==> config.mk <==
export PLATFORM = sky130hd
export DESIGN_NAME = awg_cmd_dispatch
export DESIGN_NICKNAME = d
export VERILOG_FILES = /design/src/common/awg_delay_pkg.sv /design/src/awg_cmd_dispatch.sv
export SDC_FILE = /design/constraint.sdc
export NUM_CORES = 1
export LEC_CHECK = 0
export ABC_CLOCK_PERIOD_IN_PS = 1600
export BUFFER_PORTS_ARGS = -buffer_cell sky130_fd_sc_hd__buf_2
export CAP_MARGIN = 5
export CORE_UTILIZATION = 25
export CTS_CLUSTER_DIAMETER = 120
export DETAILED_ROUTE_END_ITERATION = 6
export GPL_TIMING_DRIVEN = 0
export PLACE_DENSITY = 0.5
export SLEW_MARGIN = 20
export SYNTH_ARGS = -nofsm -noshare
export SYNTH_HDL_FRONTEND = slang
export SYNTH_SLANG_ARGS = --single-unit
==> constraint.sdc <==
create_clock -name I_UART_CLK -period 1.6 [get_ports I_UART_CLK]
set_clock_uncertainty 0.2 [all_clocks]
set_input_delay 0.32 -clock I_UART_CLK [delete_from_list [all_inputs] [get_ports I_UART_CLK]]
set_output_delay 0.32 -clock I_UART_CLK [all_outputs]
set_load 0.03 [all_outputs]
==> src/common/awg_delay_pkg.sv <==
package awg_delay_pkg;

  ////////////////////////////////////////////////////////////////////////////
  // subsystem widths
  ////////////////////////////////////////////////////////////////////////////

  parameter int NUM_CH    = 4;   // default dac channel count of the top level
  parameter int WAVE_ID_W = 11;  // 2048 waveforms per channel
  parameter int DELAY_W   = 24;  // trigger delay in clock cycles
  parameter int CH_IDX_W  = 2;   // enough for NUM_CH channels

  ////////////////////////////////////////////////////////////////////////////
  // payload types
  ////////////////////////////////////////////////////////////////////////////

  // table address
  typedef logic [WAVE_ID_W-1:0] wave_id_t;

  // one stored delay and the countdown value
  typedef logic [DELAY_W-1:0] delay_t;

  // channel select on host commands and credit returns
  typedef logic [CH_IDX_W-1:0] ch_idx_t;

endpackage

==> src/awg_cmd_dispatch.sv <==
module awg_cmd_dispatch #(
  parameter int NUM_CH = awg_delay_pkg::NUM_CH
) (
  input  logic                   I_UART_CLK,
  input  logic                   I_Rst_n,

  // host table write
  input  logic                   wr_valid,
  input  awg_delay_pkg::ch_idx_t wr_ch,
  input  awg_delay_pkg::wave_id_t wr_wave_id,
  input  awg_delay_pkg::delay_t  wr_delay,

  // host play request
  input  logic                   play_valid,
  input  awg_delay_pkg::ch_idx_t play_ch,
  input  awg_delay_pkg::wave_id_t play_wave_id,

  // one-hot enables and shared buses to the channels
  output logic [NUM_CH-1:0]      ch_wr_en,
  output awg_delay_pkg::wave_id_t ch_wr_wave_id,
  output awg_delay_pkg::delay_t  ch_wr_delay,
  output logic [NUM_CH-1:0]      ch_play_en,
  output awg_delay_pkg::wave_id_t ch_play_wave_id
);

  // shared id and data buses registered once for all channels
  always_ff @(posedge I_UART_CLK or negedge I_Rst_n) begin
    if (!I_Rst_n) begin
      ch_wr_wave_id   <= '0;
      ch_wr_delay     <= '0;
      ch_play_wave_id <= '0;
    end else begin
      ch_wr_wave_id   <= wr_wave_id;
      ch_wr_delay     <= wr_delay;
      ch_play_wave_id <= play_wave_id;
    end
  end

  // channel index decoded to a one-hot enable one cycle after the host edge
  always_ff @(posedge I_UART_CLK or negedge I_Rst_n) begin
    if (!I_Rst_n) begin
      ch_wr_en   <= '0;
      ch_play_en <= '0;
    end else begin
      for (int i = 0; i < NUM_CH; i++) begin
        ch_wr_en[i]   <= wr_valid && (wr_ch == i);     // write needs no credit
        ch_play_en[i] <= play_valid && (play_ch == i); // credit spent by host
      end
    end
  end

endmodule

==> run metrics <==
Final ANT Viol Nets=0; top cells by area, synth=dfrtp_1 95%, and3b_1 2.5%, nor3b_2 1.8%; routability cong.=0.668; Final Slew Violations=0; Reg area=about 1400 um^2; # IOs=108; Critical Path RT=about 1100 ps; number of remaining DRC errors=0; initial drt markers=18; WP buf/inv=1; share of the synthesized area in the top cell type=a little over nine tenths; Yosys cell types=4; post-CTS sizing=0; Congestion Overflow GR=0; port bufs=roughly 110; Gate Count Post-Synth=a little over 60; Non-Filler Instances=300; Total GRT Usage=about an eighth; via/cell ratio=slightly below 4; pwr dens=roughly 970 nW/um^2; slew at the pin closest to its max-slew limit=between 600 and 700 ps; Final setup viols=0; Cell Chain, Critical Path=buf_2; Slowest cell on crit path=dfrtp_1; number of placement rows=27; die area=approximately 6000 um^2; Post-CTS Setup Bufs=0; total iterations of the first detailed-routing run=3; status=finished, final reports clean; slew margin rel.=a little under 60%; CTS tree=done; initial antenna violation count=0; first-pass GRT wire length=5740 um; number of global-route vias before repair=1308; clk sink count=54; pin count of the biggest net entering global routing=55; CP max stage delay=380 ps; CP Capture Type=output pin; Max Cap Viol=0; total length of routed wires=~3600 um; H-tree levels=2; CP arrival=roughly 850 ps; Max clock buf depth=2; register area share after synthesis=94.7%; CP delay by family, top=flip-flops; area of the multi-input gates=75.1 um^2; Reg clk slew, reported paths=approximately 90 ps; Initial Util=between 20% and 30%; share of layout cells above drive strength 1=a little over 50%; DR WL/cell=11.9 um; Fin Setup TNS=0 ps; RSZ-0062 raised after global routing=false; Worst Path Max Fanout=1; fmax=between 0.7 and 0.8 GHz; DP HPWL=~2300 um; CTS Buf Count=5; maximum vdd drop=between 0.5 and 0.6 mV; most frequent cells in the layout=106 x buf_2, 54 x dfrtp_1, 51 x dlygate4sd3_1, 5 x clkbuf_8, 4 x and3b_1; fillers=between 400 and 500; die width=approximately 78 um; CP Launch Type=flip-flop; Lkg Pwr=1.38 nW; cell accounting for the most synthesized area=dfrtp_1; Net Count, Synth=between 100 and 150; Diodes inserted=0; Synth Register Bits=54; most common cell after layout, fill and taps aside=buf_2; Cell Area, Synth=~1400 um^2; root buf cell=clkbuf_8; area grow syn2layout=85.9%; yosys warns=0; Post-Syn Area per Cell=about 23 um^2; Fin. Hold Viols=0; # hold bufs at CTS=50; Tcrit/Tclk final=a little under nine tenths; critical path class=reg -> out; hold crit path type=in -> reg; Placed Cells=~240; minimum clock period=approximately 1400 ps; NumNets Final=between 200 and 300; via count=1163; Die Span Y=between 70 and 80 um; core area=5510 um^2
## sequential cells by signal (all words and copies together) (netlist names)
name	flops
ch_play_en	4
ch_play_wave_id	11
ch_wr_delay	24
ch_wr_en	4
ch_wr_wave_id	11
## stage by stage
step	total power [mW]	instance area, um^2	worst slack [ps]	hold slack, ps	utilization [%]
CTS	2.61	2640	205	70.9	47.9
global route	2.70	2650	161	95.5	48.1
detailed placement	1.79	2050	48.3	229	37.3
global placement	1.78	2050	131	228	37.3
finish	2.56	2650	226	92.8	48.1
floorplan	1.62	1430	613	-176	-
## cells by family after synthesis
| group | synth area share, % |
|---|---|
| DFF | 94.7 |
| and+or+nand+nor | 5.26 |
## report_power, final
part	internal, mW	total (mW)	switching (mW)
combinational	0.179	0.411	0.232
sequential	1.43	1.45	0.0165
clock	0.309	0.706	0.397
total	1.92	2.56	0.646
## Yosys cell counts
cell / n
and3b_1: 4
nor3b_2: 2
and3_2: 2
dfrtp_1: 54
## cell type report
cell class,count,share of cell area (%)
sequential,54,51.0
timing repair buffer,158,39.5
tap,72,3.40
multi-input combinational,8,2.83
clock buffer,6,2.74
clock inverter,2,0.519
## per-layer routing
layer / track usage (%) / vias to the layer above / wire length [um]
li1: - / 524 / -
met1: 11.7 / 559 / 1150
met2: 24.2 / 71 / 2010
met3: 5.18 / 9 / 320
met4: 5.47 / 0 / 79
met5: 0 / - / 0
## path summary, 6_finish.rpt
check / startpoint / endpoint / slack (ps) / cells after the start
hold / removal: play_valid / ch_play_en[2] / 90 / 2
max in group asynchronous: I_Rst_n / ch_play_wave_id[8] / 400 / 2
min in group asynchronous: I_Rst_n / ch_wr_delay[11] / 380 / 2
setup / recovery: ch_wr_delay[17] / ch_wr_delay[17] / 230 / 1
No activity file was read; power rests on OpenSTA's default activity.
